**config.mk**
```make
export PLATFORM = sky130hd
export DESIGN_NAME = wb_data_select
export DESIGN_NICKNAME = d
export VERILOG_FILES = /design/src/wb_pkg.sv /design/src/wb_data_select.sv
export SDC_FILE = /design/constraint.sdc
export NUM_CORES = 1
export LEC_CHECK = 0
export BUFFER_PORTS_ARGS = -buffer_cell sky130_fd_sc_hd__buf_2
export CAP_MARGIN = 30
export CELL_PAD_IN_SITES_DETAIL_PLACEMENT = 1
export CELL_PAD_IN_SITES_GLOBAL_PLACEMENT = 1
export CORE_MARGIN = 3
export CORE_UTILIZATION = 29
export DETAILED_ROUTE_END_ITERATION = 8
export GPL_TIMING_DRIVEN = 0
export PLACE_DENSITY_LB_ADDON = 0.1
export SYNTH_ARGS = -nofsm -noshare
export SYNTH_HDL_FRONTEND = slang
export SYNTH_SLANG_ARGS = --single-unit
```
**constraint.sdc**
```tcl
create_clock -name vclk -period 8.21
set_input_delay 1.642 -clock vclk [all_inputs]
set_output_delay 1.642 -clock vclk [all_outputs]
set_load 0.01 [all_outputs]
```
**src/wb_pkg.sv**
```systemverilog
package wb_pkg;

    // data, pc and csr values
    typedef logic [63:0] xlen_t;

    // integer register index
    typedef logic [4:0] reg_addr_t;

    // machine csr address space
    typedef logic [11:0] csr_addr_t;

    // raw instruction word, debug only
    typedef logic [31:0] inst_t;

    // load strobe
    // bits 7:0 are a low-aligned byte mask (01, 03, 0f, ff), bit 8 asks for sign extension
    // all zeros means the item is not a load
    typedef logic [8:0] rstrb_t;

    // byte offset of the load inside the 64-bit word
    typedef logic [2:0] shamt_t;

    // one-hot writeback source
    typedef logic [2:0] regin_sel_t;

    localparam int WB_SRC_ALU = 0;
    localparam int WB_SRC_MEM = 1;
    localparam int WB_SRC_CSR = 2;

    // load strobe layout
    localparam int RSTRB_SIGN = 8;
    localparam int XLEN_BYTES = 8;

    // machine-mode csr addresses
    localparam csr_addr_t CSR_MSTATUS  = 12'h300;
    localparam csr_addr_t CSR_MTVEC    = 12'h305;
    localparam csr_addr_t CSR_MSCRATCH = 12'h340;
    localparam csr_addr_t CSR_MEPC     = 12'h341;
    localparam csr_addr_t CSR_MCAUSE   = 12'h342;

    // mstatus bit positions
    localparam int MSTATUS_MIE  = 3;
    localparam int MSTATUS_MPIE = 7;

endpackage

```
**src/wb_data_select.sv**
```systemverilog
`timescale 1ns/1ps

module wb_data_select import wb_pkg::*; (
    input  xlen_t      mem_data,
    input  rstrb_t     mem_rstrb,
    input  shamt_t     mem_shamt,
    input  xlen_t      alu_out,
    input  xlen_t      csr_old,
    input  regin_sel_t regin_sel,
    output xlen_t      wb_data
);

    xlen_t shifted;
    xlen_t load_data;
    logic  sign_bit;
    logic  sext;

    // move the addressed bytes down to bit 0
    assign shifted = mem_data >> {mem_shamt, 3'b000};

    // msb of the highest byte the mask keeps
    always_comb begin
        sign_bit = 1'b0;
        for (int i = 0; i < XLEN_BYTES; i++) begin
            if (mem_rstrb[i]) begin
                sign_bit = shifted[8*i+7];
            end
        end
    end

    assign sext = mem_rstrb[RSTRB_SIGN] && sign_bit;

    // kept bytes pass, the rest fill with the extension byte
    always_comb begin
        for (int i = 0; i < XLEN_BYTES; i++) begin
            if (mem_rstrb[i]) begin
                load_data[8*i +: 8] = shifted[8*i +: 8];
            end else begin
                load_data[8*i +: 8] = {8{sext}};
            end
        end
    end

    // one-hot and-or select of the writeback source
    assign wb_data = ({64{regin_sel[WB_SRC_ALU]}} & alu_out)
                   | ({64{regin_sel[WB_SRC_MEM]}} & load_data)
                   | ({64{regin_sel[WB_SRC_CSR]}} & csr_old);

endmodule

```
## Word-level counts from Yosys, hierarchy flattened

Cells that the tools add are included.

| storage, ports and cells | value |
|---|---|
| bits in registers | 0 |
| input port bits | 207 |

| operators by class | value |
|---|---|
| shifts and indexed selects | 1 |
| mux-type cells | 16 |
| bitwise gates (word level) | 5 |
| reductions and logical operators | 1 |

Operators with widths:

| cell | count |
|---|---|
| bitwise AND 64 bit | 3 |
| OR 64 bit | 2 |
| two-way mux 8 bit | 8 |
| right shift 64 x 6 -> 64 bit | 1 |
| two-way mux 1 bit | 8 |
| logical AND 1 bit | 1 |

## Depth between registers and ports, before layout

| logic depth | value |
|---|---|
| depth after elaboration | 14 |
| mapped depth | 9 |
| mapped depth without buffers | 5 |

## Least setup slack after synthesis

OpenSTA, ideal clock, no wires.

| timing | value |
|---|---|
| path kind | in2out |
| from | input mem_shamt[0] |
| to | output wb_data[48] |
| data arrival time | 3.490 ns |
| required time | 6.568 ns |
| path slack | 3.078 ns |
| stages | 9 |
| cell sequence | buf_6 -> buf_2 -> buf_4 -> buf_6 -> mux2i_1 -> o21a_1 -> o22ai_1 -> o21ai_0 -> nand3_1 |

| between the ends | value |
|---|---|
| cells in the longest elaborated chain, start to end | 14 |

RTL lines:

| element | RTL line | RTL |
|---|---|---|
| start: declaration | wb_data_select.sv:6 | `input shamt_t mem_shamt,` |
| right shift 64 x 6 -> 64 bit * | wb_data_select.sv:19 | `assign shifted = mem_data >> {mem_shamt, 3'b000};` |
| two-way mux 1 bit (8 in series) | wb_data_select.sv:25 | `if (mem_rstrb[i]) begin` |
| logical AND 1 bit | wb_data_select.sv:31 | `assign sext = mem_rstrb[RSTRB_SIGN] && sign_bit;` |
| two-way mux 8 bit * | wb_data_select.sv:36 | `if (mem_rstrb[i]) begin` |
| bitwise AND 64 bit * | wb_data_select.sv:46 | `\| ({64{regin_sel[WB_SRC_MEM]}} & load_data)` |
| OR 64 bit * | wb_data_select.sv:46 |  |
| OR 64 bit * | wb_data_select.sv:47 | `\| ({64{regin_sel[WB_SRC_CSR]}} & csr_old);` |
| end: declaration | wb_data_select.sv:10 | `output xlen_t wb_data` |

Mark *: on every way between the ends. The rest lies on a longest branch, timed or not.

## Final worst setup path

| timing | value |
|---|---|
| from | input mem_shamt[2] |
| to | output wb_data[63] |

The elaborated chain is that of the path after synthesis.

==> results_tabular.tex <==
\begin{tabular}{lr}
\hline
Metric & Value \\
\hline
\multicolumn{2}{l}{\textbf{Drt}} \\
Wire length reported by the detailed router & 21300 um \\
Antenna Nets Post-Route & 0 \\
DRC violation total after the first TritonRoute iteration & 598 \\
Iteration count of the initial detailed-routing pass & 8 \\
\# DRC & 0 \\
Via Count & 5246 \\
Detailed-route vias per instance & 6.41 \\
WL per Instance & 26.0 um \\
\multicolumn{2}{l}{\textbf{Timing}} \\
Minimum clock period after layout & 5840 ps \\
Slew headroom & 50.2\% \\
Number of failing hold endpoints at the final stage & 0 \\
Final-layout setup total negative slack & 0 ps \\
Least-Margin Pin Slew & 745 ps \\
Unrepaired setup endpoints after global routing & false \\
Final period utilization & 71.2\% \\
Max Transition Viols Final & 0 \\
Setup violators final & 0 \\
PnR worst setup slack & 2370 ps \\
Highest clock frequency the design can meet & 171 MHz \\
\multicolumn{2}{l}{\textbf{Clock network}} \\
Setup Fix Bufs, Post-CTS & 0 \\
Cells resized by post-CTS repair & 0 \\
Post-cts hold buffer count & 0 \\
\multicolumn{2}{l}{\textbf{Synthesis}} \\
Mean post-synth cell area & 7.98 um\^{}2 \\
Synth top area cells & sky130\_fd\_sc\_hd\_\_mux2i\_1 18\%, sky130\_fd\_sc\_hd\_\_a222oi\_1 17\%, sky130\_fd\_sc\_hd\_\_mux4\_2 11\% \\
Net count after synthesis & 618 \\
Post-synthesis cell count & 411 \\
Top cell type by total area after synthesis & sky130\_fd\_sc\_hd\_\_mux2i\_1 \\
Sequential cell area fraction in the yosys report & 0\% \\
Post-synth design cell area & 3280 um\^{}2 \\
Number of unique standard cell types used by synthesis & 50 \\
Proportion of netlist area held by the largest area contributor & 18.0\% \\
Warning count from the yosys run & 0 \\
\multicolumn{2}{l}{\textbf{Floorplanning}} \\
Horiz. Die Dim & 112 um \\
Ports placed on the boundary & 271 \\
Floorplan core area & 10900 um\^{}2 \\
Row Count & 38 \\
Die ar. & 12600 um\^{}2 \\
Chip height & 112 um \\
Initial standard-cell utilization of the core & 30.0\% \\
\multicolumn{2}{l}{\textbf{Cells and area}} \\
Share of final-layout standard cells stronger than drive strength 1 & 48.8\% \\
Final cell utilization of the core & 43.8\% \\
Number of clock buffers in the layout & 0 \\
Sequential Area & 0 um\^{}2 \\
Num sequential & 0 \\
Number of nets in the layout & 887 \\
Design area & 4790 um\^{}2 \\
Most used cells in the layout excluding fill and tap cells & 281 x sky130\_fd\_sc\_hd\_\_buf\_2, 59 x sky130\_fd\_sc\_hd\_\_mux2i\_1, 55 x sky130\_fd\_sc\_hd\_\_a222oi\_1 \\
Antenna cells & 0 \\
Most common cell after layout, fill and taps aside & sky130\_fd\_sc\_hd\_\_buf\_2 \\
Area overhead of the layout relative to synthesis & 46.1\% \\
\multicolumn{2}{l}{\textbf{Placed design}} \\
Final RePlAce weighted congestion & 0.947 \\
Placed instance area & 4790 um\^{}2 \\
Detailed placer's ending HPWL & 17500 um \\
Pre-CTS setup slack & 2460 ps \\
Count of buffers from port buffering & 266 \\
\multicolumn{2}{l}{\textbf{Global routing}} \\
Aggregate global routing overflow & 0 \\
Maximum number of pins on one net before global-route repair & 11 \\
Vias in the first global route & 5453 \\
Number of antenna violations at the first check in global routing & 0 \\
Global-route total usage across every layer & 31.3\% \\
First-pass GRT wire length & 31400 um \\
\multicolumn{2}{l}{\textbf{Worst setup path}} \\
CP max FO & 10 \\
Worst setup SP type & input port \\
Crit path kind & input port to output pin \\
Endpoint arrival time on the critical path & 4200 ps \\
Crit path required time & 6570 ps \\
Element type at the critical path end & output pin \\
\multicolumn{2}{l}{\textbf{Power}} \\
Peak ir drop on the vdd network & 0.0000238 V \\
Overall power of the completed layout & 0.309 mW \\
Pleak & 2.30 nW \\
Power per Cell Area & 64.4 nW/um\^{}2 \\
\multicolumn{2}{l}{\textbf{Run status}} \\
Status & complete, no violations \\
\multicolumn{2}{l}{\textbf{Worst hold path}} \\
Worst-case hold path end point & wb\_data[57] \\
Worst Hold Class & input port to output pin \\
Worst Hold Path Cells & 4 \\
Launch point of the worst hold path & csr\_old[57] \\
\multicolumn{2}{l}{\textbf{Flow run}} \\
Number of maximum-capacitance constraint violations & 0 \\
\hline
\end{tabular}
-- per-stage QoR --
step                cells  hold slack (ps)
detailed placement    818             3600
global placement      817             3600
global route          818             3630
CTS                   818             3600
finish                818             3600
floorplan             411             3430
-- final cells by class --
| type | count | area [um^2] |
|---|---|---|
| buffer | 55 | 277 |
| timing repair buffer | 267 | 1340 |
| inverter | 12 | 45.0 |
| multi-input combinational | 344 | 2960 |
| tap | 140 | 175 |
| fill | 1467 | 6140 |
-- Yosys cell counts, drive strengths merged, types with 2 or more instances --
library cell and instances:
a21o 2, mux4 16, and3 3, o22ai 8
nor3 3, a222oi 55, a21oi 2, o21ai 66
nor4 2, inv 11, o211ai 2, nand2 6
mux2i 59, mux2 20, nor2b 12, buf 29
a221o 7, a221oi 8, a211o 2, nand3 12
nand4 12, nand3b 10, and2 7, or3 3
nand4b 3, a31oi 3, nor2 7, nand2b 2
clkbuf 26
-- kinds of logic (layout without fill, tap and decap cells) --
| logic type | after synthesis | count (layout) | synth area share (%) |
|---|---|---|---|
| buffers and inverters | 67 | 334 | 9.81 |
| and+or+nand+nor | 85 | 85 | 16.2 |
| AOI/OAI and AO/OA | 164 | 164 | 37.9 |
| muxes | 95 | 95 | 36.1 |
-- worst max path at each step --
| stage | startpoint | endpoint | slack [ps] |
|---|---|---|---|
| 2_1_floorplan | mem_shamt[0] | wb_data[48] | 3080 |
| 3_3_place_gp | mem_shamt[1] | wb_data[55] | 2050 |
| 3_5_place_dp | mem_shamt[2] | wb_data[63] | 2460 |
| 4_1_cts | mem_shamt[2] | wb_data[63] | 2440 |
| 5_1_grt | mem_shamt[2] | wb_data[56] | 2180 |
| 6_report | mem_shamt[2] | wb_data[63] | 2370 |
-- routing by layer --
metal  part of all wire, %  global-route usage [%]  vias up
met3                   6.6                    2.48       38
met5                     0                       0        -
met1                    40                    40.1     2634
li1                      -                       -     2303
met2                    51                    55.9      271
met4                   2.7                    9.05        0
-- worst max-delay path, stage by stage --
cell	delay, ps
sky130_fd_sc_hd__buf_2	90
sky130_fd_sc_hd__clkbuf_1	330
sky130_fd_sc_hd__and4bb_2	320
sky130_fd_sc_hd__a211oi_1	60
sky130_fd_sc_hd__o2111ai_1	590
sky130_fd_sc_hd__buf_2	340
sky130_fd_sc_hd__nand3_1	350
sky130_fd_sc_hd__o21ai_0	300
sky130_fd_sc_hd__buf_2	170
-- power by group --
part | switching [mW] | internal [mW] | total [mW]
Clock | 0 | 0 | 0
Combinational | 0.171 | 0.138 | 0.309
Sequential | 0 | 0 | 0
Total | 0.171 | 0.138 | 0.309
Power figures use the tool's default switching activity.
