[src/wb_pkg.sv]
package wb_pkg;

    // data, pc and csr values
    typedef logic [63:0] xlen_t;

    // integer register index
    typedef logic [4:0] reg_addr_t;

    // machine csr address space
    typedef logic [11:0] csr_addr_t;

    // raw instruction word, debug only
    typedef logic [31:0] inst_t;

    // load strobe
    // bits 7:0 are a low-aligned byte mask (01, 03, 0f, ff), bit 8 asks for sign extension
    // all zeros means the item is not a load
    typedef logic [8:0] rstrb_t;

    // byte offset of the load inside the 64-bit word
    typedef logic [2:0] shamt_t;

    // one-hot writeback source
    typedef logic [2:0] regin_sel_t;

    localparam int WB_SRC_ALU = 0;
    localparam int WB_SRC_MEM = 1;
    localparam int WB_SRC_CSR = 2;

    // load strobe layout
    localparam int RSTRB_SIGN = 8;
    localparam int XLEN_BYTES = 8;

    // machine-mode csr addresses
    localparam csr_addr_t CSR_MSTATUS  = 12'h300;
    localparam csr_addr_t CSR_MTVEC    = 12'h305;
    localparam csr_addr_t CSR_MSCRATCH = 12'h340;
    localparam csr_addr_t CSR_MEPC     = 12'h341;
    localparam csr_addr_t CSR_MCAUSE   = 12'h342;

    // mstatus bit positions
    localparam int MSTATUS_MIE  = 3;
    localparam int MSTATUS_MPIE = 7;

endpackage

[src/mem_wb_reg.sv]
`timescale 1ns/1ps

module mem_wb_reg import wb_pkg::*; (
    input  logic       I_sys_clk,
    input  logic       I_rst,

    // upstream side
    input  logic       mem_wb_valid,
    output logic       mem_wb_allowin,
    input  xlen_t      pc,
    input  xlen_t      mem_data,
    input  rstrb_t     mem_rstrb,
    input  shamt_t     mem_shamt,
    input  xlen_t      alu_out,
    input  logic       reg_wen,
    input  reg_addr_t  rd_addr,
    input  regin_sel_t regin_sel,
    input  csr_addr_t  csr_addr,
    input  logic       csr_wen,
    input  logic       csr_intr,
    input  xlen_t      csr_intr_no,
    input  logic       csr_mret,
    input  xlen_t      csr_old,
    input  inst_t      inst_debug,
    input  logic       bubble_debug,

    // writeback side
    output logic       wb_valid,
    output xlen_t      wb_pc,
    output xlen_t      wb_mem_data,
    output rstrb_t     wb_mem_rstrb,
    output shamt_t     wb_mem_shamt,
    output xlen_t      wb_alu_out,
    output logic       wb_reg_wen,
    output reg_addr_t  wb_rd_addr,
    output regin_sel_t wb_regin_sel,
    output csr_addr_t  wb_csr_addr,
    output logic       wb_csr_wen,
    output logic       wb_csr_intr,
    output xlen_t      wb_csr_intr_no,
    output logic       wb_csr_mret,
    output xlen_t      wb_csr_old,
    output inst_t      wb_inst_debug,
    output logic       wb_bubble_debug
);

    logic accept;

    // writeback retires every cycle, so allowin only drops in reset
    assign mem_wb_allowin = !I_rst;
    assign accept         = mem_wb_valid && mem_wb_allowin;

    always_ff @(posedge I_sys_clk) begin
        if (I_rst) begin
            wb_valid <= 1'b0;
        end else begin
            wb_valid <= mem_wb_valid;
        end
    end

    // fields only load on acceptance
    always_ff @(posedge I_sys_clk) begin
        if (accept) begin
            wb_pc           <= pc;
            wb_mem_data     <= mem_data;
            wb_mem_rstrb    <= mem_rstrb;
            wb_mem_shamt    <= mem_shamt;
            wb_alu_out      <= alu_out;
            wb_reg_wen      <= reg_wen;
            wb_rd_addr      <= rd_addr;
            wb_regin_sel    <= regin_sel;
            wb_csr_addr     <= csr_addr;
            wb_csr_wen      <= csr_wen;
            wb_csr_intr     <= csr_intr;
            wb_csr_intr_no  <= csr_intr_no;
            wb_csr_mret     <= csr_mret;
            wb_csr_old      <= csr_old;
            wb_inst_debug   <= inst_debug;
            wb_bubble_debug <= bubble_debug;
        end
    end

    // upstream must hand over a single writeback source
    a_sel_onehot: assert property (@(posedge I_sys_clk) disable iff (I_rst)
        wb_valid |-> $onehot(wb_regin_sel));

endmodule

[config.mk]
export PLATFORM = sky130hd
export DESIGN_NAME = mem_wb_reg
export DESIGN_NICKNAME = d
export VERILOG_FILES = /design/src/wb_pkg.sv /design/src/mem_wb_reg.sv
export SDC_FILE = /design/constraint.sdc
export NUM_CORES = 1
export LEC_CHECK = 0
export CAP_MARGIN = 20
export CORE_AREA = 5 5 300 302
export DETAILED_ROUTE_END_ITERATION = 12
export DIE_AREA = 0 0 305 307
export DONT_BUFFER_PORTS = 1
export GPL_ROUTABILITY_DRIVEN = 1
export SLEW_MARGIN = 20
export SYNTH_ARGS = -nofsm -noshare
export SYNTH_HDL_FRONTEND = slang
export SYNTH_SLANG_ARGS = --single-unit
[constraint.sdc]
create_clock -name I_sys_clk -period 30.2 [get_ports I_sys_clk]
set_input_delay 4.53 -clock I_sys_clk [delete_from_list [all_inputs] [get_ports I_sys_clk]]
set_output_delay 4.53 -clock I_sys_clk [all_outputs]
set_load 0.02 [all_outputs]
After elaboration in Yosys (flattened, before gate mapping)
Cells that the tools add are included.

Output and inout bits: 391. Bits of input ports: 392. Flip-flop bits (word level): 390. Word-level logic and storage cells: 19.

Reduce and logical (&&, ||, !) cells: 2.

Operator list (number): 1-bit logical AND (1); 1-bit zero test (1).

Longest topological paths before layout
Gate-level depths: netlist of run 1.

Depth after elaboration: 2. Depth in mapped cells: 1. Gate-level depth less buffers: 1.

Worst setup path after synthesis of run 1
Ideal clock, no wire load.

Path kind: input to register. Start: input I_rst. End: register wb_alu_out[0], enable pin. Required time: 28.998 ns. Stages on the path: 1. Path buffers: 0. Path slack: 7.291 ns. Arrival: 21.707 ns. Cells stage by stage: nor2b_1.

Word-level cells in the longest chain between the ends: 2.

RTL lines: from (decl) (line mem_wb_reg.sv:5) `input logic I_rst,`; 1-bit zero test (line mem_wb_reg.sv:50) `assign mem_wb_allowin = !I_rst;`; 1-bit logical AND (line mem_wb_reg.sv:51) `assign accept = mem_wb_valid && mem_wb_allowin;`; to (signal assigned) (line mem_wb_reg.sv:68) `wb_alu_out <= alu_out;`; to (decl) (line mem_wb_reg.sv:33) `output xlen_t wb_alu_out,`.

No other way between the ends. A chain may end at the register's enable or synchronous reset.

Worst setup path after layout of run 1
Start: input I_rst. End: output mem_wb_allowin.

Word-level cells in the longest chain between the ends: 1.

RTL lines: 1-bit zero test (line mem_wb_reg.sv:50); to (decl) (line mem_wb_reg.sv:9) `output logic mem_wb_allowin,`.

No other way between the ends.

==> results of run 1 <==
## report_power, final
group,internal [mW],total (mW),switching (mW),leakage (nW)
clock,0.271,0.462,0.192,0.593
combinational,0.000738,0.0103,0.00960,0.0441
sequential,0.641,0.706,0.0658,3.66
total,0.912,1.18,0.267,4.30
## logic make-up (layout without fill, tap and decap cells)
| kind of cell | Yosys count | count (layout) | share of synthesized area (%) |
|---|---|---|---|
| and+or+nand+nor | 2 | 2 | 0.107 |
| DFF | 390 | 390 | 99.9 |
| buffers and inverters | 1 | 70 | 0.0320 |
| other | 0 | 15 | 0 |
## layout by cell type, fill, tap and decap left out, types with 2 or more instances in the layout
| master | n |
|---|---|
| buf_4 | 4 |
| bufinv_16 | 2 |
| clkbuf_1 | 5 |
| clkbuf_16 | 41 |
| clkbuf_8 | 3 |
| clkinv_1 | 6 |
| clkinv_2 | 2 |
| clkinvlp_4 | 2 |
| diode_2 | 15 |
| edfxtp_1 | 389 |
## flip-flops by register name, summed over array words and instances, names as in the netlist, 9 cells and up
name	flops
wb_pc	64
wb_mem_data	64
wb_csr_intr_no	64
wb_csr_old	64
wb_inst_debug	32
wb_mem_rstrb	9
wb_csr_addr	12
wb_alu_out	64
## how the worst min path moves through the flow
stage | depth (start not counted) | endpoint | startpoint | slack, ns
2_1_floorplan | 1 | wb_valid | I_rst | 4.60
3_3_place_gp | 0 | wb_csr_intr_no[22] | csr_intr_no[22] | 4.63
3_5_place_dp | 0 | wb_alu_out[28] | alu_out[28] | 4.63
4_1_cts | 0 | wb_pc[34] | pc[34] | 4.01
5_1_grt | 0 | wb_pc[49] | pc[49] | 4.01
6_report | 0 | wb_mem_data[29] | mem_data[29] | 4.07
## synth_stat cells
cell type,number
dfxtp_1,1
edfxtp_1,389
nor2b_1,2
inv_1,1
## routing by layer
layer / vias to the layer above / wire length (microns) / track usage (%)
met2: 532 / 19000 / 12.7
li1: 1712 / - / -
met4: 16 / 1120 / 2.45
met5: - / 113 / 0.859
met3: 81 / 5980 / 6.39
met1: 2169 / 11900 / 6.47
## layout make-up
class	count	area [sq um]	area share, %
multi-input combinational	2	20.0	0.138
clock inverter	15	136	0.941
tap	1165	1460	10.1
antenna	15	37.5	0.259
timing repair buffer	5	50.0	0.345
inverter	1	3.75	0.0259
sequential	390	11700	80.7
clock buffer	49	1090	7.49
==> impl_metrics.py, run 1 <==
metrics = {
    "critical_path": {
        "crit_chain": "inv_1",
        "path_delay_family": "buffers and inverters",
        "crit_cells": 1,
        "critPathLaunchType": "input port",
        "critPathKind": "in -> out",
        "critPathCaptureType": "output pin",
        "path_buf_inv": 1,
        "cp.arrival_ns": 4.69,
        "crit_path_max_incr_delay_ns": 0.15,
        "crit_required_ns": 25.67,
        "crit_start": "I_rst",
        "crit_path_top_delay_cell": "inv_1",
        "crit_fanout": 3,
        "endpoint": "mem_wb_allowin",
    },
    "finish": {
        "instances_no_fill": 1642,
        "area_growth_pct": 23.7,
        "fin_area_sq_um": 14500,
        "nNetsFinal": 831,
        "drive_above_1_share_pct": 12.8,
        "post-route-util_pct": 16.6,
        "fillers": 9331,
    },
    "clock_network": {
        "clock_sinks": 390,
        "cts_tree": "done",
        "clockBufferDepth": 3,
        "ctsRootBufferMaster": "clkbuf_16",
        "htree_levels": 2,
        "clk_pin_slew_ns": 0.06,
        "post_cts_resized": 0,
        "cts_setup_buffers": 0,
        "cts_made_buffers": 39,
        "holdBufCountCts": 0,
    },
    "detailed_routing": {
        "vias": 4510,
        "wl_per_cell_microns": 23.2,
        "drc": 0,
        "dr.first_iter.drc_count": 385,
        "vias_per_cell": 2.75,
        "drt-total-wl_microns": 38100,
        "first_pass_iters": 5,
        "ant_nets": 0,
    },
    "grt": {
        "antenna_found_initial": 36,
        "grt_pass1_vias": 4525,
        "grt_max_degree": 159,
        "grt_pass1_wl_microns": 47100,
        "grt_usage_pct": 7.48,
        "grt_overflow": 0,
    },
    "timing": {
        "worst_hold_slack_ns": 4.07,
        "tightest_slew_ns": 1.00,
        "rsz0062_at_grt": "no",
        "fmax_mhz": 109,
        "setup_violations": 0,
        "slew_headroom_pct": 33.2,
        "fin_crit_ns": 9.22,
        "fin_crit_sh_pct": 30.5,
        "fin_tns_setup_ns": 0,
        "hold_viol_final": 0,
        "final-max-slew-violation-count": 0,
        "worst_slack_ns": 20.98,
    },
    "synthesis": {
        "yosys_warnings": 0,
        "ys_types": 4,
        "syn_inst": 393,
        "synth_seq_cells": 390,
        "synth_area_leaders": "edfxtp_1 (100%), dfxtp_1 (0.17%), nor2b_1 (0.11%), inv_1 (0.032%)",
        "syn_nets": 785,
        "yosys.area.top_type": "edfxtp_1",
        "synthesis.area_sq_um": 11700,
        "yosysSeqAreaShare_pct": 99.9,
        "yosys.area.top_type_share_pct": 99.7,
        "avgSynthCellArea_sq_um": 29.8,
    },
    "floorplanning": {
        "die-area_sq_um": 93600,
        "io-pin-count": 783,
        "core_area_sq_um": 87400,
        "die_x_microns": 305,
        "placementRows": 109,
        "die_y_microns": 307,
        "start_util_pct": 13.4,
    },
    "job": {
        "maxCapViolations": 0,
    },
    "placed_design": {
        "place_ws_ns": 20.98,
        "dp_hpwl_microns": 30800,
        "io_buffers": 0,
        "placed_cell_area_sq_um": 13200,
        "placedCellCount": 1563,
        "gp_congestion": 0.853,
    },
    "power_and_ir_drop": {
        "leakage_nw": 4.30,
        "finalPower_mw": 1.18,
        "power.density_nw_per_um2": 81.4,
        "ir_drop_mv": 0.0385,
    },
    "run_status": {
        "status": "finished, final reports clean",
    },
    "worst_hold_path": {
        "hold_path_class": "in -> reg",
    },
}
No activity file was read; power rests on OpenSTA's default activity.
==> run 2, diff against run 1 <==
==> constraint.sdc (replaced) <==
create_clock -name I_sys_clk -period 9.15 [get_ports I_sys_clk]
set_input_delay 1.3725 -clock I_sys_clk [delete_from_list [all_inputs] [get_ports I_sys_clk]]
set_output_delay 1.3725 -clock I_sys_clk [all_outputs]
set_load 0.02 [all_outputs]
==> run 2 against run 1 <==
  * First-iteration DRC count up 4.4%
  * Count of clock-buffer cells in the layout up 1
  * Die area stayed put
  * Sequential share of layout area decreased by 0.36 points
  * Routed wire length grew 1.7%
  * Worst setup slack worse by 15 ns
  * Global-route usage up 0.19 points
  * Worst hold slack lost 3.2 ns
  * Sequential cell count stayed put
  * Sequential power grew to 3.3 times the previous value
  * Critical path type unchanged
  * Largest cell class unchanged
==> impl_metrics.py, run 2 (synthesized netlist as in run 1, its figures left out) <==
metrics = {
    "critical_path": {
        "critPathLaunchType": "input port",
        "path_buf_inv": 1,
        "crit_path_max_incr_delay_ns": 0.14,
        "crit_chain": "inv_1",
        "path_delay_family": "buffers and inverters",
        "crit_fanout": 3,
        "crit_path_top_delay_cell": "inv_1",
        "crit_required_ns": 7.78,
        "cp.arrival_ns": 1.51,
        "critPathKind": "in -> out",
        "critPathCaptureType": "output pin",
    },
    "floorplanning": {
        "die_y_microns": 307,
        "placementRows": 109,
        "core_area_sq_um": 87400,
        "start_util_pct": 13.4,
        "io-pin-count": 783,
        "die-area_sq_um": 93600,
        "die_x_microns": 305,
    },
    "worst_hold_path": {
        "hold_path_class": "in -> reg",
    },
    "grt": {
        "top_usage_layer": "met2",
        "grt_usage_pct": 7.67,
        "use_met2_pct": 13.0,
        "grt_pass1_wl_microns": 47900,
        "antenna_found_initial": 40,
        "grt_max_degree": 83,
        "met3_usage_pct": 6.82,
        "grt_pass1_vias": 4584,
        "grtUsageMet1_pct": 6.35,
        "grt_overflow": 0,
    },
    "clock_network": {
        "holdBufCountCts": 0,
        "cts_setup_buffers": 0,
        "ctsRootBufferMaster": "clkbuf_16",
        "clockBufferDepth": 3,
        "clock_sinks": 390,
        "cts_made_buffers": 44,
        "cts_tree": "done",
        "clk_pin_slew_ns": 0.06,
        "post_cts_resized": 0,
        "htree_levels": 2,
    },
    "detailed_routing": {
        "ant_nets": 0,
        "vias": 4552,
        "dr.first_iter.drc_count": 402,
        "first_pass_iters": 4,
        "wl_per_cell_microns": 23.5,
        "drc": 0,
        "drt-total-wl_microns": 38800,
        "vias_per_cell": 2.76,
    },
    "placed_design": {
        "placedCellCount": 1565,
        "dp_hpwl_microns": 31400,
        "placed_cell_area_sq_um": 13200,
        "io_buffers": 0,
        "gp_congestion": 0.808,
    },
    "timing": {
        "hold_viol_final": 0,
        "fin_tns_setup_ns": 0,
        "worst_hold_slack_ns": 0.842,
        "rsz0062_at_grt": "no",
        "fmax_mhz": 347,
        "fin_crit_sh_pct": 31.5,
        "tightest_slew_ns": 0.883,
        "setup_violations": 0,
        "fin_crit_ns": 2.88,
        "final-max-slew-violation-count": 0,
        "slew_headroom_pct": 41.1,
    },
    "finish": {
        "fin_area_sq_um": 14600,
        "fillers": 9351,
        "instances_no_fill": 1647,
        "drive_above_1_share_pct": 14.5,
        "final_common_cell": "edfxtp_1",
        "area_growth_pct": 24.2,
        "nNetsFinal": 838,
        "post-route-util_pct": 16.7,
        "layout_common_cells": "edfxtp_1 (389), clkbuf_16 (45), clkinv_1 (10)",
    },
    "power_and_ir_drop": {
        "ir_drop_mv": 0.138,
        "leakage_nw": 4.35,
        "power.density_nw_per_um2": 273,
    },
    "job": {
        "maxCapViolations": 0,
    },
    "run_status": {
        "status": "finished, final reports clean",
    },
}
[run 2: cell types whose count changed in the layout (fill, tap and decap cells not counted), sizes merged]
cell    change
diode       -9
clkinv      +7
inv         +6
buf         +2
bufinv      -2
clkbuf      +1
[run 2: area by class of cell]
| cell class | count | area, sq um | share of cell area, % |
|---|---|---|---|
| Sequential cell | 390 | 11700 | 80.4 |
| Tap cell | 1165 | 1460 | 10.0 |
| Clock buffer | 50 | 1140 | 7.86 |
| Clock inverter | 26 | 163 | 1.12 |
| Timing Repair Buffer | 7 | 52.6 | 0.361 |
| Multi-Input combinational cell | 2 | 20.0 | 0.138 |
| Antenna cell | 6 | 15.0 | 0.103 |
| Inverter | 1 | 3.75 | 0.0258 |
[run 2: final timing paths]
path,start,to,slack (ns),depth (start not counted)
min,I_rst,wb_valid,0.84,1
max,I_rst,mem_wb_allowin,6.27,1
[run 2: through the flow]
step	setup WS (ns)	total power, mW
after global placement	5.83	2.40
after detailed placement	5.79	2.41
after CTS	6.27	4.08
after floorplan	1.53	2.36
after global routing	6.26	4.15
final	6.27	3.98
[run 2: metal layers]
metal / vias to the layer above / wire (microns)
met5: - / 188
li1: 1721 / -
met2: 522 / 19500
met4: 30 / 1320
met3: 124 / 6750
met1: 2155 / 11000
[run 2: where the power goes]
| group | leakage (nW) | internal [mW] | switching [mW] | total [mW] |
|---|---|---|---|---|
| registers | 3.66 | 2.11 | 0.213 | 2.33 |
| logic | 0.0507 | 0.00240 | 0.0323 | 0.0347 |
| clock network | 0.638 | 0.903 | 0.714 | 1.62 |
| total | 4.35 | 3.02 | 0.959 | 3.98 |
