$ cat config.mk
export PLATFORM = sky130hd
export DESIGN_NAME = csr_file
export DESIGN_NICKNAME = d
export VERILOG_FILES = /design/src/wb_pkg.sv /design/src/csr_file.sv
export SDC_FILE = /design/constraint.sdc
export NUM_CORES = 1
export LEC_CHECK = 0
export BUFFER_PORTS_ARGS = -buffer_cell sky130_fd_sc_hd__buf_2
export CAP_MARGIN = 20
export CORE_MARGIN = 8
export CORE_UTILIZATION = 56
export CTS_CLUSTER_SIZE = 16
export DETAILED_ROUTE_END_ITERATION = 8
export PLACE_DENSITY = 0.8
export SLEW_MARGIN = 10
export SYNTH_ARGS = -nofsm -noshare
export SYNTH_HDL_FRONTEND = slang
export SYNTH_SLANG_ARGS = --single-unit
$ cat constraint.sdc
create_clock -name I_sys_clk -period 4.3 [get_ports I_sys_clk]
set_input_delay 1.29 -clock I_sys_clk [delete_from_list [all_inputs] [get_ports I_sys_clk]]
set_output_delay 1.29 -clock I_sys_clk [all_outputs]
set_load 0.01 [all_outputs]
$ cat src/wb_pkg.sv
package wb_pkg;

    // data, pc and csr values
    typedef logic [63:0] xlen_t;

    // integer register index
    typedef logic [4:0] reg_addr_t;

    // machine csr address space
    typedef logic [11:0] csr_addr_t;

    // raw instruction word, debug only
    typedef logic [31:0] inst_t;

    // load strobe
    // bits 7:0 are a low-aligned byte mask (01, 03, 0f, ff), bit 8 asks for sign extension
    // all zeros means the item is not a load
    typedef logic [8:0] rstrb_t;

    // byte offset of the load inside the 64-bit word
    typedef logic [2:0] shamt_t;

    // one-hot writeback source
    typedef logic [2:0] regin_sel_t;

    localparam int WB_SRC_ALU = 0;
    localparam int WB_SRC_MEM = 1;
    localparam int WB_SRC_CSR = 2;

    // load strobe layout
    localparam int RSTRB_SIGN = 8;
    localparam int XLEN_BYTES = 8;

    // machine-mode csr addresses
    localparam csr_addr_t CSR_MSTATUS  = 12'h300;
    localparam csr_addr_t CSR_MTVEC    = 12'h305;
    localparam csr_addr_t CSR_MSCRATCH = 12'h340;
    localparam csr_addr_t CSR_MEPC     = 12'h341;
    localparam csr_addr_t CSR_MCAUSE   = 12'h342;

    // mstatus bit positions
    localparam int MSTATUS_MIE  = 3;
    localparam int MSTATUS_MPIE = 7;

endpackage

$ cat src/csr_file.sv
`timescale 1ns/1ps

module csr_file import wb_pkg::*; (
    input  logic      I_sys_clk,
    input  logic      I_rst,

    // commit from writeback
    input  logic      commit_valid,
    input  xlen_t     pc,
    input  csr_addr_t csr_addr,
    input  logic      csr_wen,
    input  xlen_t     csr_wdata,
    input  logic      csr_intr,
    input  xlen_t     csr_intr_no,
    input  logic      csr_mret,

    // read port for the upstream stages
    input  csr_addr_t csr_raddr,
    output xlen_t     csr_rdata,

    // fetch redirect
    output logic      redirect_valid,
    output xlen_t     redirect_pc
);

    xlen_t mstatus;
    xlen_t mtvec;
    xlen_t mepc;
    xlen_t mcause;
    xlen_t mscratch;

    logic  trap_commit;

    assign trap_commit = commit_valid && (csr_intr || csr_mret);

    // interrupt beats mret, mret beats a plain write
    always_ff @(posedge I_sys_clk) begin
        if (I_rst) begin
            mstatus        <= '0;
            mtvec          <= '0;
            mepc           <= '0;
            mcause         <= '0;
            mscratch       <= '0;
            redirect_valid <= 1'b0;
            redirect_pc    <= '0;
        end else begin
            redirect_valid <= 1'b0;
            if (commit_valid && csr_intr) begin
                mepc                  <= pc;
                mcause                <= csr_intr_no;
                mstatus[MSTATUS_MPIE] <= mstatus[MSTATUS_MIE];
                mstatus[MSTATUS_MIE]  <= 1'b0;
                redirect_valid        <= 1'b1;
                redirect_pc           <= mtvec;
            end else if (commit_valid && csr_mret) begin
                mstatus[MSTATUS_MIE]  <= mstatus[MSTATUS_MPIE];
                mstatus[MSTATUS_MPIE] <= 1'b1;
                redirect_valid        <= 1'b1;
                redirect_pc           <= mepc;
            end else if (commit_valid && csr_wen) begin
                // unknown addresses fall through untouched
                case (csr_addr)
                    CSR_MSTATUS:  mstatus  <= csr_wdata;
                    CSR_MTVEC:    mtvec    <= csr_wdata;
                    CSR_MEPC:     mepc     <= csr_wdata;
                    CSR_MCAUSE:   mcause   <= csr_wdata;
                    CSR_MSCRATCH: mscratch <= csr_wdata;
                    default: ;
                endcase
            end
        end
    end

    always_comb begin
        case (csr_raddr)
            CSR_MSTATUS:  csr_rdata = mstatus;
            CSR_MTVEC:    csr_rdata = mtvec;
            CSR_MEPC:     csr_rdata = mepc;
            CSR_MCAUSE:   csr_rdata = mcause;
            CSR_MSCRATCH: csr_rdata = mscratch;
            default:      csr_rdata = '0;
        endcase
    end

    // back-to-back redirects need back-to-back trap commits
    a_redirect_pairs: assert property (@(posedge I_sys_clk) disable iff (I_rst)
        redirect_valid && $past(redirect_valid)
            |-> $past(trap_commit) && $past(trap_commit, 2));

endmodule

Word-level counts from Yosys, hierarchy flattened
Index checks and enable logic that the tools add are counted.

storage, ports and cells
  bits in registers = 385
  bits of input ports = 222
  output and inout bits = 129
  logic and storage cells = 59

cells by class
  equal/unequal tests = 11
  multiplexer cells = 18
  bitwise gates (word level) = 2
  reduce and logical (&&, ||, !) cells = 19

operator list
  cell                    number
  $mux W64                10
  $pmux W64 S5            1
  $eq A12 B10 Y1 const B  10
  $mux W8                 2
  $reduce_and A4 Y1       3
  $reduce_bool A2 Y1      6
  $reduce_and A3 Y1       2
  $reduce_bool A3 Y1      2
  $mux W1                 5
  $reduce_and A2 Y1       2
  $logic_and A1 B1 Y1     3
  $ne A2 B2 Y1 const B    1
  $not A1 Y1              2
  $reduce_or A2 Y1        1

Longest topological paths before layout
Gate-level depths: netlist of run 1.

  depth in word-level cells = 5
  mapped depth = 8
  gate-level depth less buffers = 4

Worst setup path before layout of run 1
No wires, ideal clock.

  path type = input port to output port
  start point = input port csr_raddr[6]
  end point = output port csr_rdata[13]
  arrival = 2.668 ns
  required time = 3.010 ns
  slack = 0.342 ns
  stages = 6
  cell sequence = buf_2 -> buf_1 -> mux2i_1 -> o22ai_1 -> and2_1 -> a221o_1

on the way
  cells in the longest elaborated chain, start to end = 2
  elaborated cells between the ends (all ways) = 6

ends and longest elaborated chain
  item            line            source
  from (decl)     csr_file.sv:18  input csr_addr_t csr_raddr,
  $eq A12 B10 Y1  csr_file.sv:75  case (csr_raddr)
  $pmux W64 S5 *  csr_file.sv:75
  to (decl)       csr_file.sv:19  output xlen_t csr_rdata,

Every way passes the cells marked *; elsewhere a longest branch is shown, timed or not.

Final worst setup path of run 1
  start point = input port csr_raddr[11]
  end point = output port csr_rdata[42]

Same word-level chain as after synthesis.

==> results of run 1 <==
==> layer usage <==
| layer | share of wire (%) | GRT usage [%] | up-vias |
|---|---|---|---|
| met5 | 0.061 | 0 | - |
| met2 | 46 | 53.2 | 1260 |
| met3 | 11 | 7.09 | 210 |
| li1 | - | - | 8308 |
| met1 | 39 | 41.4 | 8750 |
| met4 | 3.7 | 15.0 | 8 |
==> placed cells by master (no fill, tap or decap), drive strengths merged, types with 2 or more instances in the layout <==
cell type | netlist | final
bufinv | 0 | 2
a211oi | 66 | 66
nor3b | 2 | 2
o22ai | 64 | 64
nor2 | 70 | 70
buf | 61 | 392
a21oi | 128 | 128
mux2i | 254 | 254
nand3 | 193 | 193
and4 | 2 | 2
inv | 2 | 2
o21ai | 320 | 320
a221o | 64 | 64
nand4 | 5 | 5
nand2b | 127 | 127
nand2 | 130 | 130
nor4bb | 3 | 3
and3 | 2 | 2
clkinv | 0 | 2
clkbuf | 168 | 70
dfxtp | 385 | 385
and2 | 64 | 64
or3 | 65 | 65
nor4 | 4 | 4
==> sequential cells by signal, indices dropped and copies added, names as in the netlist <==
| signal | flops |
|---|---|
| mepc | 64 |
| mscratch | 64 |
| redirect_pc | 64 |
| redirect_valid | 1 |
| mstatus | 64 |
| mtvec | 64 |
| mcause | 64 |
==> tightest hold or removal path: cells and delay by family, from the launching register on <==
kind | cells | cell delay, ns
flip-flops | 1 | 0.30
AO/OA/AOI/OAI | 2 | 0.12
==> worst min-delay path by stage <==
stage | from | to | slack (ns)
6_report | mscratch[27] | mscratch[27] | 0.47
3_3_place_gp | mscratch[20] | mscratch[20] | 0.46
4_1_cts | mscratch[6] | mscratch[6] | 0.47
5_1_grt | mscratch[11] | mscratch[11] | 0.49
2_1_floorplan | mstatus[0] | mstatus[0] | 0.45
3_5_place_dp | mscratch[27] | mscratch[27] | 0.46
==> per-stage QoR <==
stage	power [mW]	cells	utilization, %	hold WS, ns
floorplan	4.17	2190	-	0.448
global placement	4.51	2802	61.9	0.456
detailed placement	4.53	2802	61.9	0.464
CTS	8.16	2874	66.2	0.472
global route	8.41	2876	66.3	0.487
finish	8.17	2876	66.3	0.472
==> kinds of logic (layout without fill, tap and decap cells) <==
group           count (synthesis)  after routing  synth area share, %
flops                         385            385                 41.3
mux                           254            254                 13.6
buf+inv                       231            468                 5.65
simple gates                  674            674                 19.0
other cells                     0              1                    0
compound gates                646            646                 20.4
==> power groups by stage <==
| stage | clock (mW) | sequential [mW] | combinational [mW] |
|---|---|---|---|
| CTS | 3.71 | 3.73 | 0.723 |
| global placement | 0 | 3.80 | 0.705 |
| detailed placement | 0 | 3.81 | 0.719 |
| global route | 3.88 | 3.74 | 0.787 |
| finish | 3.70 | 3.73 | 0.741 |
| floorplan | 0 | 3.81 | 0.354 |
==> area by class of cell <==
| cell class | count | share of cell area (%) |
|---|---|---|
| Antenna cell | 1 | 0.0114 |
| Clock buffer | 68 | 6.10 |
| Clock inverter | 4 | 0.318 |
| Inverter | 2 | 0.0341 |
| Multi-Input combinational cell | 1574 | 45.3 |
| Sequential cell | 385 | 35.0 |
| Tap cell | 448 | 2.55 |
| Timing Repair Buffer | 394 | 10.6 |
==> results_dict.tcl, run 1 <==
set metrics [dict create \
    powerDensity_nw_per_um2 371 \
    p_leak_nw 9.08 \
    r2r_start "mepc[23]" \
    clock-root-buffer "clkbuf_16" \
    peakVddDrop_uv 265 \
    path_depth 7 \
    core-area_um2 33200 \
    synthArstFlopShare_pct 0 \
    initial_core_util_pct 56.2 \
    syn_avg_cell_area_um2 8.52 \
    seqPwrFrac_pct 45.7 \
    dpl.hpwl_um 41300 \
    yosysWarnings 0 \
    drv_slew 0 \
    setup_tns_ns 0 \
    fillers 2780 \
    vias_per_cell 6.45 \
    synth_top_flop_cell "dfxtp_1" \
    nets 2621 \
    hold_violations 0 \
    synth_nets 2412 \
    tritoncts "built" \
    postCtsResizedCells 0 \
    rr_endpoint "redirect_pc[23]" \
    setup_ws_ns 0.105 \
    max_clock_freq_ghz 0.238 \
    cts_sinks 385 \
    ys_top_cells_by_count "385 x dfxtp_1, 320 x o21ai_0, 254 x mux2i_1, 193 x nand3_1, 167 x clkbuf_1" \
    grt_max_degree 219 \
    grt.overflow.total 0 \
    clk_pin_slew_ns 0.06 \
    clk_latency_ns 0.53 \
    p_comb_share_pct 9.1 \
    cp.arrival_ns 2.90 \
    path_buf_inv 3 \
    io_pins 351 \
    die_w_um 199 \
    stdcell_area_um2 22000 \
    crit_required_ns 3.01 \
    grt_pass1_vias 18400 \
    gp_congestion 0.915 \
    synthCells 2190 \
    yosys.area.top_type "dfxtp_1" \
    drc_errors 0 \
    min_delay_path_depth 2 \
    die_h_um 199 \
    slowest_delay_ns 0.35 \
    tritoncts.num_buffers 42 \
    finalSetupViolCount 0 \
    grt_first_pass_wirelength_um 104000 \
    synthTopCellsByArea "dfxtp_1 41%, mux2i_1 14%, o21ai_0 8.6%, nand3_1 5.2%, nand2b_1 4.3%" \
    fin_crit_sh_pct 97.5 \
    syn_to_final_growth_pct 17.9 \
    cp_max_fo 36 \
    yosysMostFrequentCell "dfxtp_1" \
    synth_top_cell_area_share_pct 41.3 \
    cts_hold_buf 0 \
    dieArea_um2 39400 \
    max-cap-violations 0 \
    detail_route.wl_per_cell_um 23.8 \
    finalWirelength_um 68300 \
    critPathTopFamily "simple AND/OR/NAND/NOR gates" \
    status "completed" \
    crit_path_cell_trace "buf_2 > or2_2 > nor3_1 > and4_2 > buf_12 > a221o_1 > buf_2" \
    synthDistinctLibCells 40 \
    register_area_um2 7710 \
    worstSetupPathType "primary input to output pin" \
    r2r_setup_slack_ns 3.11 \
    switching_share_pct 24.4 \
    cpMaxStageDelayCell "or2_2" \
    clock_skew_ns 0.00859 \
    netSwitchingPower_mw 1.99 \
    rsz0062_at_grt "no" \
    endpoint "csr_rdata[42]" \
    ys_seq_elements 385 \
    syn-cell-area_um2 18700 \
    place_ws_ns 0.0376 \
    crit_start "csr_raddr[11]" \
    io_buffers 350 \
    hold_path.class "register to register" \
    relSlewSlack_pct 36.7 \
    end_kind "output pin" \
    gr-usage-all-layers_pct 32.8 \
    drt-initial-drc-count 2071 \
    synth_edf_count 0 \
    htreeDepth 2 \
    pwr-share-clk_pct 45.3 \
    clk_path_buf_depth 3 \
    first_pass_iters 7 \
    postCtsSetupRepairBufs 0 \
    drive_above_1_share_pct 19.6 \
    antenna_left 0 \
    cp-start-kind "primary input" \
    rr_worst_depth 3 \
    yosysSeqAreaShare_pct 41.3 \
    worstMarginPinSlew_ns 0.949 \
    min_period_ns 4.19 \
    core.rowCount 67 \
    multi_input_area_um2 9970 \
    cpMostUsedCell "buf_2" \
    antenna_found_initial 5 \
    dpl_cell_area_um2 20600 \
    via_count 18500 \
    p_int_mw 6.18 \
]
No activity file was read; power rests on OpenSTA's default activity.
==> run 2, diff against run 1 <==
--- a/config.mk
+++ b/config.mk
@@ -5,13 +5,16 @@
 export SDC_FILE = /design/constraint.sdc
 export NUM_CORES = 1
 export LEC_CHECK = 0
+export ABC_AREA = 1
 export BUFFER_PORTS_ARGS = -buffer_cell sky130_fd_sc_hd__buf_2
 export CAP_MARGIN = 20
+export CELL_PAD_IN_SITES_DETAIL_PLACEMENT = 1
+export CELL_PAD_IN_SITES_GLOBAL_PLACEMENT = 1
 export CORE_MARGIN = 8
-export CORE_UTILIZATION = 56
+export CORE_UTILIZATION = 39
 export CTS_CLUSTER_SIZE = 16
 export DETAILED_ROUTE_END_ITERATION = 8
-export PLACE_DENSITY = 0.8
+export PLACE_DENSITY = 0.81
 export SLEW_MARGIN = 10
 export SYNTH_ARGS = -nofsm -noshare
 export SYNTH_HDL_FRONTEND = slang
==> run 2 against run 1 <==
Compared with the run above:
- synthesized area rose by 3.6%
- routed wire length rose by 17%
- sequential power fell by 1%
- utilization fell by 19 points
- total power fell by 0.47%
- critical path type unchanged
- largest cell class unchanged
==> results_dict.tcl, run 2 <==
set metrics [dict create \
    die_w_um 239 \
    clock-root-buffer "clkbuf_16" \
    drt-initial-drc-count 1438 \
    status "completed" \
    yosys.area.top_type "dfxtp_1" \
    nets 3626 \
    setup_ws_ns 0.0548 \
    clock_skew_ns 0.0102 \
    r2r_setup_slack_ns 3.50 \
    dieArea_um2 57000 \
    drc_errors 0 \
    synth_top_cell_area_share_pct 39.9 \
    synth_edf_count 0 \
    grt_first_pass_wirelength_um 125000 \
    dpl.hpwl_um 51800 \
    relSlewSlack_pct 32.2 \
    die_h_um 239 \
    antenna_found_initial 4 \
    synthDistinctLibCells 24 \
    synthTopCellsByArea "dfxtp_1 40%, nand2_1 22%, nor2_1 9.0%, nand3_1 8.1%, inv_1 5.8%" \
    clk_latency_ns 0.57 \
    rr_worst_depth 2 \
    cts_sinks 385 \
    max_clock_freq_ghz 0.236 \
    timing.hold.ws_ns 0.476 \
    via_count 21600 \
    gp_congestion 0.837 \
    syn_avg_cell_area_um2 6.14 \
    synth_nets 3373 \
    worstMarginPinSlew_ns 1.02 \
    cpMostUsedCell "nor2_1" \
    tritoncts.num_buffers 45 \
    htreeDepth 2 \
    slowest_delay_ns 0.23 \
    io_pins 351 \
    min_period_ns 4.25 \
    drive_above_1_share_pct 15.3 \
    place_ws_ns -0.00210 \
    first_pass_iters 5 \
    tritoncts "built" \
    powerDensity_nw_per_um2 349 \
    synth_top_flop_cell "dfxtp_1" \
    finalSetupViolCount 0 \
    end_kind "output pin" \
    ys_seq_elements 385 \
    max-cap-violations 0 \
    grt.overflow.total 0 \
    io_buffers 350 \
    yosysSeqAreaShare_pct 39.9 \
    antenna_left 0 \
    p_leak_nw 11.1 \
    cp_max_fo 42 \
    final_cell_mix "1118 x nand2_1, 460 x nor2_1, 385 x dfxtp_1" \
    crit_required_ns 3.01 \
    setup_tns_ns 0 \
    cpMaxStageDelayCell "nor2_4" \
    drv_slew 0 \
    final_common_cell "nand2_1" \
    peakVddDrop_uv 239 \
    r2r_start "mepc[56]" \
    clk_path_buf_depth 3 \
    initial_core_util_pct 39.5 \
    syn-cell-area_um2 19300 \
    cp-start-kind "primary input" \
    finalWirelength_um 80200 \
    syn_to_final_growth_pct 20.4 \
    grt_pass1_vias 23000 \
    cts_hold_buf 0 \
    fillers 6664 \
    rr_endpoint "mepc[56]" \
    clk_pin_slew_ns 0.05 \
    yosysMostFrequentCell "nand2_1" \
    final_cells 4104 \
    hold_violations 0 \
    endpoint "csr_rdata[60]" \
    core.rowCount 81 \
    core-area_um2 49000 \
    crit_start "csr_raddr[11]" \
    hold_path.class "register to register" \
    vias_per_cell 5.26 \
    detail_route.wl_per_cell_um 19.5 \
    worstSetupPathType "primary input to output pin" \
    grt_max_degree 195 \
    total_power_mw 8.13 \
    fin_crit_sh_pct 98.7 \
    cp.arrival_ns 2.96 \
    dp.cells 4010 \
    gr-usage-all-layers_pct 27.2 \
    synthCells 3151 \
    synthArstFlopShare_pct 0 \
    yosysWarnings 0 \
    ys_top_cells_by_count "1120 x nand2_1, 464 x nor2_1, 385 x dfxtp_1, 314 x nand3_1, 297 x inv_1" \
    crit_path_cell_trace "buf_2 > nor2_1 > nand2_1 > nor2_4 > buf_4 > buf_12 > nand3_1 > o21ai_0 > nor2_1 > nor2_1 > buf_2" \
]
-- run 2: timing repair --
action / 4_1_cts / 5_1_grt
buffers inserted: 3 / 7
gates resized for setup: 1 / 5
endpoints found under the setup margin: 6 / 31
pin swaps: 1 / 1
gates cloned: 0 / 1
-- run 2: cell families after synthesis --
kind of cell,synth area share [%]
simple gates,39.8
buf+inv,11.5
flops,39.9
compound gates,8.83
-- run 2: worst max-delay path, delay by kind of cell --
family | cells | cell delay (ns)
AND/OR/NAND/NOR | 6 | 0.88
AO/OA/AOI/OAI | 1 | 0.11
buffers and inverters | 4 | 0.65
-- run 2: how the worst min path moves through the flow --
| stage | cells past startpoint | endpoint | from |
|---|---|---|---|
| floorplan | 2 | mcause[0] | mcause[0] |
| global placement | 2 | redirect_pc[2] | redirect_pc[2] |
| detailed placement | 2 | redirect_pc[48] | redirect_pc[48] |
| CTS | 2 | redirect_pc[48] | redirect_pc[48] |
| global route | 2 | redirect_pc[48] | redirect_pc[48] |
| finish | 2 | redirect_pc[48] | redirect_pc[48] |
-- run 2: area by class of cell --
class / count / area (um2) / share of cell area [%]
Antenna cell: 4 / 10.0 / 0.0430
Clock buffer: 68 / 1330 / 5.72
Clock inverter: 11 / 111 / 0.478
Inverter: 308 / 1170 / 5.01
Multi-Input combinational cell: 2244 / 9500 / 40.8
Sequential cell: 385 / 7710 / 33.1
Tap cell: 664 / 831 / 3.57
Timing Repair Buffer: 420 / 2630 / 11.3
-- run 2: per-layer routing --
metal	vias to the layer above	track usage (%)	routed length (um)
met1	10500	33.2	33800
met5	-	0	10
li1	10300	-	-
met2	648	47.8	39200
met3	172	3.47	4230
met4	2	11.5	2950
-- run 2: report_power, final --
part	internal (mW)	switching, mW	total [mW]
Clock	2.25	1.56	3.81
Combinational	0.204	0.439	0.643
Sequential	3.63	0.0474	3.68
-- run 2: per-stage QoR --
step                cell area (um2)  utilization, %
finish                        23300            47.6
global route                  23300            47.6
CTS                           23200            47.4
detailed placement            21700            44.4
global placement              21700            44.4
floorplan                     19300               -
